File: config.mk
export PLATFORM = sky130hd
export DESIGN_NAME = fm_read_result
export DESIGN_NICKNAME = d
export VERILOG_FILES = /design/src/verilog/cnn_cfg_pkg.sv /design/src/verilog/fm_read_result.sv
export SDC_FILE = /design/constraint.sdc
export NUM_CORES = 1
export LEC_CHECK = 0
export BUFFER_PORTS_ARGS = -buffer_cell sky130_fd_sc_hd__buf_2
export CORE_ASPECT_RATIO = 1.2
export CORE_MARGIN = 2
export CORE_UTILIZATION = 35
export DETAILED_ROUTE_END_ITERATION = 7
export PLACE_DENSITY_LB_ADDON = 0.15
export SYNTH_ARGS = -nofsm -noshare
export SYNTH_HDL_FRONTEND = slang
export SYNTH_SLANG_ARGS = --single-unit
export TNS_END_PERCENT = 10
File: constraint.sdc
create_clock -name clk -period 0.8 [get_ports clk]
set_input_delay 0.16 -clock clk [delete_from_list [all_inputs] [get_ports clk]]
set_output_delay 0.16 -clock clk [all_outputs]
set_load 0.005 [all_outputs]
File: src/verilog/cnn_cfg_pkg.sv
package cnn_cfg_pkg;

	// buffer geometry
	localparam int DATA_WIDTH = 16; // one binary16 element
	localparam int PARA_Y     = 4;  // elements per row
	localparam int FM_ROWS    = 64;

	localparam int ROW_ADDR_W = $clog2(FM_ROWS);
	localparam int SUB_ADDR_W = $clog2(PARA_Y); // element offset inside a row
	localparam int ROW_WIDTH  = PARA_Y * DATA_WIDTH;

	// binary16 field layout
	localparam int EXP_WIDTH  = 5;
	localparam int FRAC_WIDTH = 10;

	localparam logic [EXP_WIDTH-1:0]  EXP_MAX   = '1;        // inf and nan exponent
	localparam logic [DATA_WIDTH-1:0] FP16_QNAN = 16'h7E00;  // canonical quiet nan

endpackage

File: src/verilog/fm_read_result.sv
`timescale 1ns/100ps

module fm_read_result import cnn_cfg_pkg::*; (
	input  logic                  clk,
	input  logic                  rst_n_i,

	input  logic [ROW_WIDTH-1:0]  fetch_lo_i,
	input  logic [ROW_WIDTH-1:0]  fetch_hi_i,
	input  logic                  fetch_valid_i,
	input  logic [SUB_ADDR_W-1:0] fetch_sub_i,

	output logic [ROW_WIDTH-1:0]  dout_o,
	output logic                  rd_valid_o
);

	logic [2*ROW_WIDTH-1:0] pair;
	logic [ROW_WIDTH-1:0]   sel;

	// low row holds elements 0 to PARA_Y-1 of the pair
	assign pair = {fetch_hi_i, fetch_lo_i};

	// element j of the result is element j+sub of the pair
	assign sel = pair[fetch_sub_i*DATA_WIDTH +: ROW_WIDTH];

	always_ff @(posedge clk or negedge rst_n_i) begin
		if (!rst_n_i) begin
			dout_o     <= '0;
			rd_valid_o <= 1'b0;
		end else begin
			rd_valid_o <= fetch_valid_i; // single cycle pulse per read
			if (fetch_valid_i)
				dout_o <= sel; // holds between reads
		end
	end

endmodule

Word level (Yosys, flattened, before mapping)
Cells that the tools add are included.
Widths: inputs -> output; s select.
{"block": "word_totals", "reg_bits": 65, "input_bits": 133, "output_inout_bits": 65, "word_cells": 3}
{"block": "op_classes", "shift": 1}
{"cell": "$shiftx 128x7->64", "count": 1}

Logic depth before layout (Yosys ltp)
{"block": "depth", "word_depth": 1, "depth_mapped": 5, "mapped_depth_nobuf": 2}

Worst setup path before layout
OpenSTA, ideal clock, no wires.
{"block": "synth_timing", "path_kind": "input-to-reg", "startpoint": "input port fetch_sub_i[0]", "endpoint": "register dout_o[20]", "setup_time_ps": 142, "t_arrival_ps": 864, "t_required_ps": 658, "slack_ps": -206, "stages": 5, "path_buffers": 3, "path_cell_list": "buf_4 > buf_8 > buf_12 > mux2i_1 > o221ai_1"}
{"block": "synth_via", "elab_chain_cells": 1}
{"item": "start: declaration", "line": "fm_read_result.sv:10", "source": "input logic [SUB_ADDR_W-1:0] fetch_sub_i,"}
{"item": "$shiftx 128x7->64", "line": "fm_read_result.sv:23", "source": "assign sel = pair[fetch_sub_i*DATA_WIDTH +: ROW_WIDTH];"}
{"item": "end signal: assignment", "line": "fm_read_result.sv:32", "source": "dout_o <= sel;"}
{"item": "end: declaration", "line": "fm_read_result.sv:12", "source": "output logic [ROW_WIDTH-1:0] dout_o,"}
No other way between the ends.
A chain may end at the register's enable or synchronous reset.

Worst setup path after layout
{"block": "layout_timing", "startpoint": "register dout_o[41]", "endpoint": "output port dout_o[41]"}
No word-level cell between the ends.

==> out/results.env <==
STATUS='complete, but fails checks'
FAILING_CHECKS='negative setup slack'
SYNTHDOMINANTCELLAREASHARE_PCT=43.1
SETUP.WORST_PATH.END_CLASS='output pin'
TRITONCTS='built'
WORST_PATH_LARGEST_CELL_DELAY_NS=0.41
POST-ROUTE-WORST-SETUP-SLACK_NS=-0.238
SYN-NUM-NETS=455
SYNTH.CELL_AREA_UM2=3780
DESIGN.FINAL.NETS=639
PLACE_WS_NS=-0.374
FINAL_MIN_PERIOD_OVER_CLOCK_PERIOD_PCT=130
LARGEST_CELLS_BY_AREA_AFTER_SYNTHESIS='dfrtp_1, mux2i_1, o221ai_1, nand2b_1, buf_12'
REGTOREGENDPOINT='dout_o[10]'
LAYOUT.FILLER_CELLS=1007
PLACEABLECOREAREA_UM2=10500
CTS.CLK_SLEW.WORST_PATHS_NS=0.05
MOST-COMMON-LAYOUT-CELLS='buf_2, mux2i_1, dfrtp_1'
CRITICAL-PATH-TOP-DELAY-FAMILY='flip-flops'
TIMING.RR.START='dout_o[10]'
MIN_PERIOD_NS=1.04
DPL.CELL_COUNT=616
SETUP_VIOL=66
DIE_AREA_UM2=11600
HOLD_PATH.CLASS='primary input to register'
DRC=0
HPWL_MM=7.80
CP_STARTPOINT='dout_o[41]'
N_ANTENNA_CELL=0
SEQUENCE_OF_CELLS_ON_THE_CRITICAL_PATH='buf_2'
POWER.LEAKAGE_nW=2.69
YS_TYPES=11
CRITPATHBUFINV=1
FIRST_GLOBAL_VIAS=3466
FIRST_ITER_VIOLATIONS=86
DIE_WIDTH_UM=98.8
SETUP.REG_TO_REG.WORST_SLACK_NS=-0.11
IOPINCOUNT=198
NUMBER_OF_BUFFERS_ADDED_ON_PORTS=181
SYNTHCELLS=322
CLOCK_LATENCY_NS=0.32
CTS_MADE_BUFFERS=9
AREAGROWTHSYNTHTOFINISH_PCT=40.6
DETAIL_ROUTE.FIRST_PASS.ITERATIONS=4
GLOBALPLACE.CONGESTION=0.785
P_PER_AREA_nW_PER_UM2=1890
ANTENNA_FOUND_INITIAL=0
SEQUENTIAL_FRACTION_OF_THE_SYNTHESIS_AREA_PCT=43.1
CRIT_PATH_END='dout_o[41]'
LARGEST_VDD_SUPPLY_DROP_mV=1.10
WORST-PATH-STAGES=1
GRTUSAGETOTAL_PCT=18.6
DRIVE_ABOVE_1_SHARE_PCT=44.8
HOLD_VIOL_FINAL=0
DETAIL_ROUTE.WIRELENGTH_MM=10.8
GLOBAL_ROUTE.OVERFLOW_TOTAL=0
SLOWEST_STAGE_CELL_CP='dfrtp_1'
SYNTH_AREA_PER_CELL_UM2=11.7
WORST_PIN_SLEW_NS=0.268
MAX-CAP-VIOLATIONS=0
YOSYS_WARNINGS=0
SLEW_VIOL_FINAL=0
GRT_PASS1_WL_MM=17.5
GRT_MAX_DEGREE=66
CRIT_START_CATEGORY='register'
DETAILROUTE.VIA_COUNT=3348
CTS-HTREE-LEVELS=3
SYNTH-SEQ-CELLS=65
ACHIEVABLE-FREQUENCY_GHz=0.963
VIASPERCELL=5.23
INITIAL_UTILIZATION_PCT=35.9
POSTROUTEANTENNANETS=0
R2R.WORST_PATH.CELLS=4
ROW_COUNT=41
TIMING.CLOCK.SKEW_NS=0
FINAL_COMMON_CELL='buf_2'
AVGROUTEDWIREPERCELL_UM=16.9
CTS-ROOT-TO-SINK-BUFFERS=2
POST-SYNTH-TOP-AREA-CELL='dfrtp_1'
CP_DATA_ARRIVAL_TIME_NS=0.88
CTS_ROOT_BUF='clkbuf_16'
CRIT_FANOUT=2
MAXSLEWHEADROOM_PCT=81.6
POST_ROUTE_NON_FILLER_STANDARD_CELL_COUNT=640
UNREPAIRED_SETUP_ENDPOINTS_AFTER_GLOBAL_ROUTING='yes'
WORSTSETUPPATHTYPE='register to output pin'
POST-ROUTE-UTIL_PCT=50.5
WORST_EP_REQUIRED_TIME_NS=0.64
CLOCK_SINK_COUNT=65
DIE_BOUNDARY_HEIGHT_UM=118
## flip-flops by register name, summed over array words and instances (netlist names)
register and flops:
dout_o 64, rd_valid_o 1
## where the power goes
group          switching, W  leakage (nW)  total, W  internal [W]
Combinational       0.00107          1.74   0.00227       0.00120
Clock               0.00135         0.144   0.00384       0.00249
Sequential         0.000233         0.798   0.00394       0.00370
Total               0.00265          2.69    0.0100       0.00739
## worst min-delay path, delay by kind of cell
kind / cells / cell delay [ns]
compound gates: 1 / 0.13
buf+inv: 1 / 0.07
mux: 1 / 0.05
## per-layer routing
layer | track usage, % | routed length [µm]
met5 | 0 | 0
met3 | 3.74 | 583
met4 | 8.73 | 285
met2 | 30.4 | 5340
met1 | 23.4 | 4620
## through the flow
step | area (µm²) | power [W] | setup TNS, ns | hold slack, ns
3_5_place_dp | 4880 | 0.00615 | -19.57 | 0.0155
2_1_floorplan | 3800 | 0.00503 | -8.19 | -0.136
4_1_cts | 5210 | 0.0101 | -13.55 | 0.128
3_3_place_gp | 4880 | 0.00613 | -17.80 | 0.0168
6_report | 5310 | 0.0100 | -12.41 | 0.139
5_1_grt | 5310 | 0.0106 | -14.93 | 0.154
## repair_timing
action                                 4_1_cts  5_1_grt
buffers inserted                             2        5
endpoints found under the hold margin       65        0
gates resized for setup                      3       10
pin swaps                                    0        0
setup endpoints to repair                   75       85
hold buffers                                 1        0
## synth_stat cells, drive strengths merged
| master | n |
|---|---|
| o221ai | 64 |
| buf | 14 |
| nand2 | 1 |
| nand2b | 65 |
| dfrtp | 65 |
| mux2i | 96 |
| clkbuf | 17 |
## how the worst min path moves through the flow
stage | startpoint | to | slack (ns) | cells after the start
5_1_grt | fetch_hi_i[34] | dout_o[50] | 0.15 | 3
2_1_floorplan | rst_n_i | dout_o[0] | -0.14 | 0
4_1_cts | fetch_hi_i[42] | dout_o[58] | 0.13 | 3
3_5_place_dp | rst_n_i | dout_o[33] | 0.02 | 1
6_report | fetch_hi_i[37] | dout_o[53] | 0.14 | 3
3_3_place_gp | rst_n_i | dout_o[33] | 0.02 | 1
## logic make-up after synthesis
group	count (synthesis)	share of synthesized area, %
buffers and inverters	31	5.77
AOI/OAI and AO/OA	64	14.8
and+or+nand+nor	66	10.9
DFF	65	43.1
muxes	96	25.4
## final cells by class
| cell class | instances | area, µm² | area share, % |
|---|---|---|---|
| clock buffer | 13 | 250 | 4.71 |
| clock inverter | 3 | 40.0 | 0.754 |
| multi-input combinational | 226 | 2000 | 37.6 |
| sequential | 65 | 1630 | 30.6 |
| tap | 129 | 161 | 3.04 |
| timing repair buffer | 204 | 1230 | 23.2 |
Power figures use the tool's default switching activity.
