[src/verilog/cnn_cfg_pkg.sv]
package cnn_cfg_pkg;

	// buffer geometry
	localparam int DATA_WIDTH = 16; // one binary16 element
	localparam int PARA_Y     = 4;  // elements per row
	localparam int FM_ROWS    = 64;

	localparam int ROW_ADDR_W = $clog2(FM_ROWS);
	localparam int SUB_ADDR_W = $clog2(PARA_Y); // element offset inside a row
	localparam int ROW_WIDTH  = PARA_Y * DATA_WIDTH;

	// binary16 field layout
	localparam int EXP_WIDTH  = 5;
	localparam int FRAC_WIDTH = 10;

	localparam logic [EXP_WIDTH-1:0]  EXP_MAX   = '1;        // inf and nan exponent
	localparam logic [DATA_WIDTH-1:0] FP16_QNAN = 16'h7E00;  // canonical quiet nan

endpackage

[src/verilog/fm_op_pkg.sv]
package fm_op_pkg;

	// write opcodes, plus the read marker used by decode
	typedef enum logic [1:0] {
		FM_OP_NONE,
		FM_OP_STORE,
		FM_OP_ACCUM,
		FM_OP_READ
	} fm_op_e;

	// accumulate sequencer phases in execute
	typedef enum logic [1:0] {
		SEQ_IDLE,
		SEQ_FETCH,
		SEQ_COMMIT
	} fm_seq_e;

endpackage

[src/verilog/fm_cmd_if.sv]
`timescale 1ns/100ps

interface fm_cmd_if import cnn_cfg_pkg::*, fm_op_pkg::*; ();

	// write side, held for exactly one cycle per accepted write
	fm_op_e                  wr_op;
	logic [ROW_ADDR_W-1:0]   wr_row;
	logic [ROW_WIDTH-1:0]    wr_data;

	// read side, independent of the write side
	logic                    rd_en;
	logic [ROW_ADDR_W-1:0]   rd_row;
	logic [SUB_ADDR_W-1:0]   rd_sub;

	logic                    busy; // accumulate still reading its row

	modport decode_mp (
		output wr_op, wr_row, wr_data,
		output rd_en, rd_row, rd_sub,
		input  busy
	);

	modport exec_mp (
		input  wr_op, wr_row, wr_data,
		input  rd_en, rd_row, rd_sub,
		output busy
	);

endinterface

[src/verilog/fm_cmd_decode.sv]
`timescale 1ns/100ps

module fm_cmd_decode import cnn_cfg_pkg::*, fm_op_pkg::*; (
	input  logic                  clk,
	input  logic                  rst_n_i,

	input  logic                  ena_w_i,
	input  logic                  ena_add_write_i,
	input  logic [ROW_ADDR_W-1:0] addr_write_i,
	input  logic [ROW_WIDTH-1:0]  din_i,

	input  logic                  ena_r_i,
	input  logic [ROW_ADDR_W-1:0] addr_read_i,
	input  logic [SUB_ADDR_W-1:0] sub_addr_read_i,

	output logic                  write_ready_o,
	fm_cmd_if.decode_mp           cmd
);

	logic   wr_accept;
	fm_op_e wr_op_d;
	fm_op_e rd_op_d;

	assign wr_accept = ena_w_i & write_ready_o; // writes while not ready are dropped here

	always_comb begin
		wr_op_d = FM_OP_NONE;
		if (wr_accept)
			wr_op_d = ena_add_write_i ? FM_OP_ACCUM : FM_OP_STORE;
	end

	assign rd_op_d = ena_r_i ? FM_OP_READ : FM_OP_NONE;

	always_ff @(posedge clk or negedge rst_n_i) begin
		if (!rst_n_i) begin
			cmd.wr_op     <= FM_OP_NONE;
			cmd.rd_en     <= 1'b0;
			write_ready_o <= 1'b1;
		end else begin
			cmd.wr_op <= wr_op_d; // one cycle only
			cmd.rd_en <= (rd_op_d == FM_OP_READ);
			if (wr_accept)
				write_ready_o <= 1'b0;
			else if (!cmd.busy)
				write_ready_o <= 1'b1;
		end
	end

	// payload
	always_ff @(posedge clk) begin
		if (wr_accept) begin
			cmd.wr_row  <= addr_write_i;
			cmd.wr_data <= din_i;
		end
		if (ena_r_i) begin
			cmd.rd_row <= addr_read_i;
			cmd.rd_sub <= sub_addr_read_i;
		end
	end

endmodule

[src/flat_wrapper.sv]
// flat-port wrapper written by rule: the top's interface ports become plain ports
module fm_cmd_decode_flat import cnn_cfg_pkg::*, fm_op_pkg::*;
  (clk, rst_n_i, ena_w_i, ena_add_write_i, addr_write_i, din_i, ena_r_i, addr_read_i, sub_addr_read_i, write_ready_o, cmd_wr_op, cmd_wr_row, cmd_wr_data, cmd_rd_en, cmd_rd_row, cmd_rd_sub, cmd_busy);
  fm_cmd_if cmd_i ();
  input  logic clk;
  input  logic rst_n_i;
  input  logic ena_w_i;
  input  logic ena_add_write_i;
  input  logic [ROW_ADDR_W-1:0] addr_write_i;
  input  logic [ROW_WIDTH-1:0] din_i;
  input  logic ena_r_i;
  input  logic [ROW_ADDR_W-1:0] addr_read_i;
  input  logic [SUB_ADDR_W-1:0] sub_addr_read_i;
  output logic write_ready_o;
  output wire logic [$bits(cmd_i.wr_op)-1:0] cmd_wr_op;
  output wire logic [$bits(cmd_i.wr_row)-1:0] cmd_wr_row;
  output wire logic [$bits(cmd_i.wr_data)-1:0] cmd_wr_data;
  output wire logic [$bits(cmd_i.rd_en)-1:0] cmd_rd_en;
  output wire logic [$bits(cmd_i.rd_row)-1:0] cmd_rd_row;
  output wire logic [$bits(cmd_i.rd_sub)-1:0] cmd_rd_sub;
  input wire logic [$bits(cmd_i.busy)-1:0] cmd_busy;
  assign cmd_wr_op = cmd_i.wr_op;
  assign cmd_wr_row = cmd_i.wr_row;
  assign cmd_wr_data = cmd_i.wr_data;
  assign cmd_rd_en = cmd_i.rd_en;
  assign cmd_rd_row = cmd_i.rd_row;
  assign cmd_rd_sub = cmd_i.rd_sub;
  assign cmd_i.busy = cmd_busy;
  fm_cmd_decode u_core (.clk(clk), .rst_n_i(rst_n_i), .ena_w_i(ena_w_i), .ena_add_write_i(ena_add_write_i), .addr_write_i(addr_write_i), .din_i(din_i), .ena_r_i(ena_r_i), .addr_read_i(addr_read_i), .sub_addr_read_i(sub_addr_read_i), .write_ready_o(write_ready_o), .cmd(cmd_i));
endmodule
[config.mk]
export PLATFORM = sky130hd
export DESIGN_NAME = fm_cmd_decode_flat
export DESIGN_NICKNAME = d
export VERILOG_FILES = /design/src/verilog/cnn_cfg_pkg.sv /design/src/verilog/fm_op_pkg.sv /design/src/verilog/fm_cmd_if.sv /design/src/verilog/fm_cmd_decode.sv /design/src/flat_wrapper.sv
export SDC_FILE = /design/constraint.sdc
export NUM_CORES = 1
export LEC_CHECK = 0
export ABC_AREA = 1
export BUFFER_PORTS_ARGS = -buffer_cell sky130_fd_sc_hd__buf_2
export CORE_MARGIN = 8
export CORE_UTILIZATION = 41
export CTS_CLUSTER_DIAMETER = 60
export DETAILED_ROUTE_END_ITERATION = 8
export PLACE_DENSITY = 0.79
export SLEW_MARGIN = 10
export SYNTH_ARGS = -nofsm -noshare
export SYNTH_HDL_FRONTEND = slang
export SYNTH_SLANG_ARGS = --single-unit
[constraint.sdc]
create_clock -name clk -period 1.89 [get_ports clk]
set_input_delay 0.4725 -clock clk [delete_from_list [all_inputs] [get_ports clk]]
set_output_delay 0.4725 -clock clk [all_outputs]
set_load 0.01 [all_outputs]
### Word level (Yosys, flattened, before mapping)

Index checks and enable logic that the tools add are counted.

| storage, ports and cells | value |
|---|---|
| register bits | 82 |
| input port bits | 84 |

| cells by class | value |
|---|---|
| bitwise logic cells | 1 |
| mux-type cells | 5 |
| equal/unequal tests | 2 |

Operators with widths:

| cell | count |
|---|---|
| $mux 2 | 3 |
| $eq 2x2->1 const B | 1 |
| $mux 1 | 2 |
| $ne 2x1->1 const B | 1 |
| $and 1x1->1 | 1 |

### Longest topological paths before layout

Gate-level depths: netlist (run 1).

| depth | value |
|---|---|
| depth after elaboration | 2 |
| gate-level depth with buffers | 3 |
| gate-level depth less buffers | 3 |

### Worst setup path after synthesis (run 1)

No wires, ideal clock.

| path | value |
|---|---|
| path type | register to register |
| start | register u_core.write_ready_o |
| end | register u_core.cmd.wr_data[0] (enable) |
| clock period less this slack | 1.796 ns |
| arrival time | 1.402 ns |
| buffers on the path | 0 |
| path slack | 0.094 ns |
| required time | 1.496 ns |
| stages on the path, launching flop included | 3 |
| path through | dfstp_2 -> nand2_2 -> inv_2 |

| on the way | value |
|---|---|
| cells in the longest elaborated chain, start to end | 1 |

Ends and longest elaborated chain:

| element | RTL line | text |
|---|---|---|
| from (decl) | fm_cmd_decode.sv:16 | `output logic write_ready_o,` |
| from (signal assigned) | fm_cmd_decode.sv:38 | `write_ready_o <= 1'b1;` |
| from (signal assigned) | fm_cmd_decode.sv:43 | `write_ready_o <= 1'b0;` |
| from (signal assigned) | fm_cmd_decode.sv:45 | `write_ready_o <= 1'b1;` |
| $and 1x1->1 | fm_cmd_decode.sv:24 | `assign wr_accept = ena_w_i & write_ready_o;` |
| via u_core.wr_accept | fm_cmd_decode.sv:20 | `logic wr_accept;` |
| to (signal assigned) | fm_cmd_decode.sv:53 | `cmd.wr_data <= din_i;` |
| to (decl) | fm_cmd_if.sv:18 | `output wr_op, wr_row, wr_data,` |

The timed path passes the listed nets, and every way through them passes these cells.
A chain may end at the register's enable or synchronous reset.

### Worst setup path after layout (run 1)

| path | value |
|---|---|
| start | register u_core.write_ready_o |
| end | output port write_ready_o |

RTL lines:

| element | RTL line | text |
|---|---|---|
| to (decl) | flat_wrapper.sv:14 | `output logic write_ready_o;` |

No word-level cell between the ends.

==> flow_metrics.py, run 1 <==
metrics = {
    "finish": {
        "mostFrequentLayoutCell": "sky130_fd_sc_hd__buf_2",
        "layout_common_cells": "sky130_fd_sc_hd__buf_2, sky130_fd_sc_hd__edfxtp_1, sky130_fd_sc_hd__clkbuf_8",
        "nFillCells": 441,
        "antenna_cells": 0,
        "syn_to_final_growth_pct": 46.1,
        "layout.cell_area.non_filler_um2": 3620,
        "fin_nets": 353,
        "layout-drive-gt1-share": 0.667,
    },
    "floorplan": {
        "io_pins": 166,
        "core_area_um2": 5890,
        "dieArea_um2": 8790,
        "die_w_um": 93.8,
        "starting_density_of_the_core": 0.421,
        "die_height_um": 93.8,
        "fp-row-count": 28,
    },
    "drt": {
        "route.antenna.remaining_nets": 0,
        "route.detailed.drc": 0,
        "initialDrtViolationCount": 93,
        "overall_via_count_from_detail_route": 1574,
        "routed_wire_length_um": 6760,
        "drt_first_pass_iters": 4,
        "route.detailed.vias_per_inst": 4.52,
        "drt-wirelength-per-cell_um": 19.4,
    },
    "placement": {
        "portBuffers": 165,
        "gpl.final_weighted_congestion": 0.736,
        "detailedPlacementHpwl_um": 5470,
        "placed_inst_area_um2": 3440,
    },
    "global_route": {
        "first_global_vias": 1750,
        "grtUsageTotal": 0.148,
        "largest_net_degree_at_the_start_of_global_routing": 37,
        "antenna_violations_before_repair": 1,
        "grt_pass1_wl_um": 9560,
        "grt.overflow.total": 0,
    },
    "logic_synthesis": {
        "syn-mean-instance-area_um2": 27.5,
        "syn_inst": 90,
        "syn-cell-area_um2": 2480,
        "post_synth_num_cell_types": 8,
        "synthesis.nets": 174,
        "post_synth_and_or_nand_nor_area_fraction": 0.00959,
        "post_synth_fa_ha_maj_area_fraction": 0,
        "synth_top_family_by_area": "simple AND/OR/NAND/NOR gates",
        "synth.yosys.seq_area_share": 0.986,
        "yosys_warnings": 0,
        "synth.top_cell.area_share": 0.945,
        "post_synth_mux_area_share": 0,
        "synthXorXnorAreaFrac": 0,
        "synth_top_area_cell": "sky130_fd_sc_hd__edfxtp_1",
        "synthesized_flop_and_latch_total": 82,
        "synth_area_leaders": "sky130_fd_sc_hd__edfxtp_1, sky130_fd_sc_hd__dfrtp_1, sky130_fd_sc_hd__dfstp_2",
        "area_fraction_in_compound_gates_after_synthesis": 0,
    },
    "clock_network": {
        "clock_path_buffers": 2,
        "tritoncts_clock_tree": "yes",
        "clockRootBuffer": "sky130_fd_sc_hd__clkbuf_8",
        "cts_sinks": 82,
        "post_cts_resize_count": 0,
        "tritoncts.num_buffers": 9,
        "cts.clk_slew.worst_paths_ns": 0.08,
        "cts_max_level": 3,
        "clock_insertion_delay_worst_skew_ns": 0.33,
    },
    "sta": {
        "slew_headroom": 0.870,
        "fin_skew_ns": 0.00929,
        "timing.setup.tns_ns": 0,
        "timing_hold_violations_final": 0,
        "rsz0062_at_grt": "no",
        "timing_worst_slew_pin_value_ns": 0.195,
        "finalWorstPathRequiredPeriod_ns": 1.47,
        "final_max_slew_viol_count": 0,
        "period_share": 0.779,
        "clock.fmax_mhz": 679,
        "setup_viol_count_final": 0,
        "timing.hold.ws_ns": 0.312,
    },
    "critical_path": {
        "crit_type": "reg -> out",
        "crit_path_top_delay_cell": "sky130_fd_sc_hd__dfstp_2",
        "rr_startpoint": "u_core.write_ready_o",
        "critPathMaxStageDelay_ns": 0.55,
        "endpoint_kind": "output pin",
        "worst_setup_path_startpoint": "u_core.write_ready_o",
        "cp_data_required_time_ns": 1.42,
        "max_fo_critical_path": 3,
        "worstPathArrival_ns": 1.00,
        "worst_path_dominant_cell_family": "flip-flops",
        "critical_path_buf_inv_count": 1,
        "crit_path_cell_trace": "buf_2",
        "kind_of_start_point_of_the_critical_path": "flop",
    },
    "worst_hold_path": {
        "hp-class": "in -> reg",
        "worst_hold_path_startpoint": "din_i[22]",
    },
    "power_and_ir_drop": {
        "power_per_cell_area_nw_per_um2": 1020,
        "p_leak_nw": 1.58,
        "design_power_total_w": 0.00369,
        "ir_worst_vdd_mv": 0.582,
    },
    "job": {
        "max-cap-violations": 0,
    },
    "outcome": {
        "result_of_the_run": "completed",
    },
}
-- per-layer routing --
layer / vias to the layer above / share of wire / global-route usage
met1: 733 / 0.35 / 0.153
li1: 707 / - / -
met5: - / 0.0013 / 0
met3: 11 / 0.17 / 0.0871
met2: 121 / 0.47 / 0.240
met4: 2 / 0.012 / 0.0594
-- metrics by stage --
stage          instances  utilization  setup slack, ns
2_1_floorplan         90            -           0.0943
3_3_place_gp         332        0.584            0.629
3_5_place_dp         332        0.584            0.620
4_1_cts              348        0.615            0.394
5_1_grt              348        0.615            0.372
6_report             348        0.615            0.418
-- cell type report --
type	count	area, um2	area share
clock inverters	5	46.3	0.0128
inverters	3	11.3	0.00311
repair buffers	168	876	0.242
flip-flops and latches	82	2440	0.675
clock buffers	10	128	0.0352
well taps	75	93.8	0.0259
multi-input cells	5	23.8	0.00656
-- where the power goes --
| group | leakage (nW) | switching (W) | internal (W) |
|---|---|---|---|
| logic | 0.700 | 0.000211 | 0.000160 |
| registers | 0.788 | 0.0000334 | 0.00215 |
| clock network | 0.0886 | 0.000550 | 0.000589 |
| total | 1.58 | 0.000795 | 0.00290 |
-- kinds of logic (layout without fill, tap and decap cells) --
kind of cell           Yosys count  in the layout
and+or+nand+nor                  5              5
DFF                             82             82
buffers and inverters            3            186
-- what timing repair did --
action                    in CTS  in global routing
hold endpoints to repair       3                  0
hold buffers                   1                  0
buffers inserted               0                  0
-- synth_stat cells --
| cell | number |
|---|---|
| sky130_fd_sc_hd__dfrtp_1 | 3 |
| sky130_fd_sc_hd__nand2_2 | 1 |
| sky130_fd_sc_hd__dfstp_2 | 1 |
| sky130_fd_sc_hd__nor2_2 | 1 |
| sky130_fd_sc_hd__nor2_1 | 3 |
| sky130_fd_sc_hd__edfxtp_1 | 78 |
| sky130_fd_sc_hd__inv_2 | 1 |
| sky130_fd_sc_hd__inv_1 | 2 |
-- state kept, by name, indices dropped and copies added, names as in the netlist --
| signal | count |
|---|---|
| u_core.write_ready_o | 1 |
| u_core.cmd.wr_data | 64 |
| u_core.cmd.wr_row | 6 |
| u_core.cmd.rd_sub | 2 |
| u_core.cmd.rd_en | 1 |
| u_core.cmd.rd_row | 6 |
| u_core.cmd.wr_op | 2 |
-- path summary, 6_finish.rpt --
check	slack (ns)	depth (start not counted)	end
min in group asynchronous	0.47	2	u_core.cmd.rd_en
setup reg to reg	0.65	3	u_core.cmd.wr_row[5]
hold / removal	0.31	1	u_core.cmd.wr_data[22]
hold reg to reg	0.52	2	u_core.cmd.wr_op[0]
max in group asynchronous	1.21	2	u_core.write_ready_o
setup / recovery	0.42	1	write_ready_o
Power figures use the tool's default switching activity.
==> run 2: changes to the inputs <==
Settings changed: CORE_UTILIZATION 41 to 37, PLACE_DENSITY 0.79 to 0.75.
Clock period 1.89 ns to 1.19 ns, I/O delays scaled along.
==> run 2 against run 1 <==
  * The run now ends with negative setup slack left
  * Total power grew 69%
  * Utilization decreased by 2.1 points
  * Register-to-register slack worse by 0.77 ns
  * Critical path type unchanged
  * Critical endpoint unchanged
==> flow_metrics.py, run 2 (synthesis results as in run 1) <==
metrics = {
    "outcome": {
        "result_of_the_run": "complete, but fails checks",
        "failing_checks": "negative setup slack",
    },
    "placement": {
        "placement.setup.worst_slack_ns": -0.0409,
        "gpl.final_weighted_congestion": 0.735,
        "placed_inst_area_um2": 3440,
        "portBuffers": 165,
        "detailedPlacementHpwl_um": 4840,
    },
    "job": {
        "max-cap-violations": 0,
    },
    "sta": {
        "slew_headroom": 0.879,
        "clock.fmax_mhz": 734,
        "timing.hold.ws_ns": 0.125,
        "finalWorstPathRequiredPeriod_ns": 1.36,
        "period_share": 1.14,
        "timing_worst_slew_pin_value_ns": 0.182,
        "rsz0062_at_grt": "yes",
        "setup_viol_count_final": 73,
        "final_max_slew_viol_count": 0,
        "fin_skew_ns": 0.00859,
        "timing_hold_violations_final": 0,
        "fin_ws_ns": -0.171,
    },
    "global_route": {
        "largest_net_degree_at_the_start_of_global_routing": 15,
        "grtUsageTotal": 0.146,
        "grt.overflow.total": 0,
        "grt_pass1_wl_um": 10400,
        "antenna_violations_before_repair": 1,
        "first_global_vias": 1864,
    },
    "drt": {
        "drt-wirelength-per-cell_um": 18.7,
        "route.antenna.remaining_nets": 0,
        "route.detailed.vias_per_inst": 4.33,
        "route.detailed.drc": 0,
        "routed_wire_length_um": 6930,
        "overall_via_count_from_detail_route": 1607,
        "initialDrtViolationCount": 38,
        "drt_first_pass_iters": 4,
    },
    "power_and_ir_drop": {
        "p_leak_nw": 1.72,
        "power_per_cell_area_nw_per_um2": 1580,
        "design_power_total_w": 0.00625,
        "ir_worst_vdd_mv": 1.15,
    },
    "critical_path": {
        "timing.critical_path.to": "write_ready_o",
        "max_fo_critical_path": 2,
        "ff2ff_path_depth": 4,
        "rr_startpoint": "u_core.write_ready_o",
        "cp_data_required_time_ns": 0.89,
        "kind_of_start_point_of_the_critical_path": "flop",
        "endpoint_kind": "output pin",
        "worst-r2r-setup-slack_ns": -0.12,
        "worst_setup_path_startpoint": "u_core.write_ready_o",
        "worstPathArrival_ns": 1.06,
        "rr_endpoint": "u_core.cmd.wr_data[1]",
        "crit_type": "reg -> out",
    },
    "clock_network": {
        "tritoncts.num_buffers": 9,
        "cts.clk_slew.worst_paths_ns": 0.08,
        "tritoncts_clock_tree": "yes",
        "cts_sinks": 82,
        "cts_max_level": 3,
        "clockRootBuffer": "sky130_fd_sc_hd__clkbuf_8",
        "clock_path_buffers": 2,
        "clock_insertion_delay_worst_skew_ns": 0.34,
    },
    "floorplan": {
        "fp-row-count": 30,
        "die_height_um": 97.8,
        "starting_density_of_the_core": 0.373,
        "die_w_um": 97.8,
        "dieArea_um2": 9570,
        "core_area_um2": 6640,
        "io_pins": 166,
    },
    "finish": {
        "antenna_cells": 0,
        "mostFrequentLayoutCell": "sky130_fd_sc_hd__buf_2",
        "top_registers": "u_core.cmd.wr_data: 64 flops, u_core.cmd.rd_row: 6 flops, u_core.cmd.wr_row: 6 flops",
        "nFillCells": 506,
        "largest_reg_flops": 64,
        "layout.cell_area.non_filler_um2": 3950,
        "layout-drive-gt1-share": 0.704,
        "fin_nets": 370,
        "largest_register": "u_core.cmd.wr_data",
        "syn_to_final_growth_pct": 59.2,
        "layout_common_cells": "sky130_fd_sc_hd__buf_2, sky130_fd_sc_hd__edfxtp_1, sky130_fd_sc_hd__clkbuf_8",
        "final_util": 0.594,
    },
    "worst_hold_path": {
        "hp-class": "in -> reg",
        "worst_hold_path_startpoint": "ena_add_write_i",
        "hold_depth": 2,
    },
}
-- run 2: routing by layer --
metal	GRT usage	wire, um	part of all wire	vias up
met4	0.0396	45	0.0065	2
li1	-	-	-	747
met5	0	13	0.0019	-
met3	0.110	976	0.14	7
met1	0.135	2380	0.34	748
met2	0.245	3520	0.51	103
-- run 2: metrics by stage --
stage	std cells	TNS, ns
5_1_grt	371	-10.70
6_report	371	-6.89
3_5_place_dp	337	-2.67
3_3_place_gp	337	-0.888
2_1_floorplan	90	-0.475
4_1_cts	370	-6.64
-- run 2: layout make-up --
type | instances | area (um2) | area share
repair buffers | 176 | 1010 | 0.256
multi-input cells | 5 | 42.5 | 0.0108
well taps | 80 | 100 | 0.0254
repair inverters | 9 | 125 | 0.0317
clock buffers | 11 | 141 | 0.0358
inverters | 3 | 27.5 | 0.00698
flip-flops and latches | 82 | 2440 | 0.619
clock inverters | 5 | 55.1 | 0.0140
-- run 2: what timing repair did --
action	in CTS	in global routing
setup buffers	7	1
cloned	9	0
endpoints found under the hold margin	4	0
endpoints found under the setup margin	77	137
pin swaps	0	1
hold buffers	1	0
gates resized for setup	25	6
-- run 2: critical path: stages (launching register included) --
cell	delay, ns
sky130_fd_sc_hd__dfstp_2	0.54
sky130_fd_sc_hd__buf_6	0.09
sky130_fd_sc_hd__buf_6	0.09
-- run 2: worst min path at each step --
| stage | end |
|---|---|
| 2_1_floorplan | u_core.cmd.rd_en |
| 3_3_place_gp | u_core.cmd.rd_en |
| 3_5_place_dp | u_core.cmd.rd_en |
| 4_1_cts | u_core.cmd.wr_op[0] |
| 5_1_grt | u_core.cmd.wr_data[22] |
| 6_report | u_core.cmd.wr_op[0] |
-- run 2: report_power, final --
part	internal, W	switching, W
registers	0.00341	0.0000490
logic	0.000378	0.000446
clock network	0.00102	0.000941
total	0.00481	0.00144
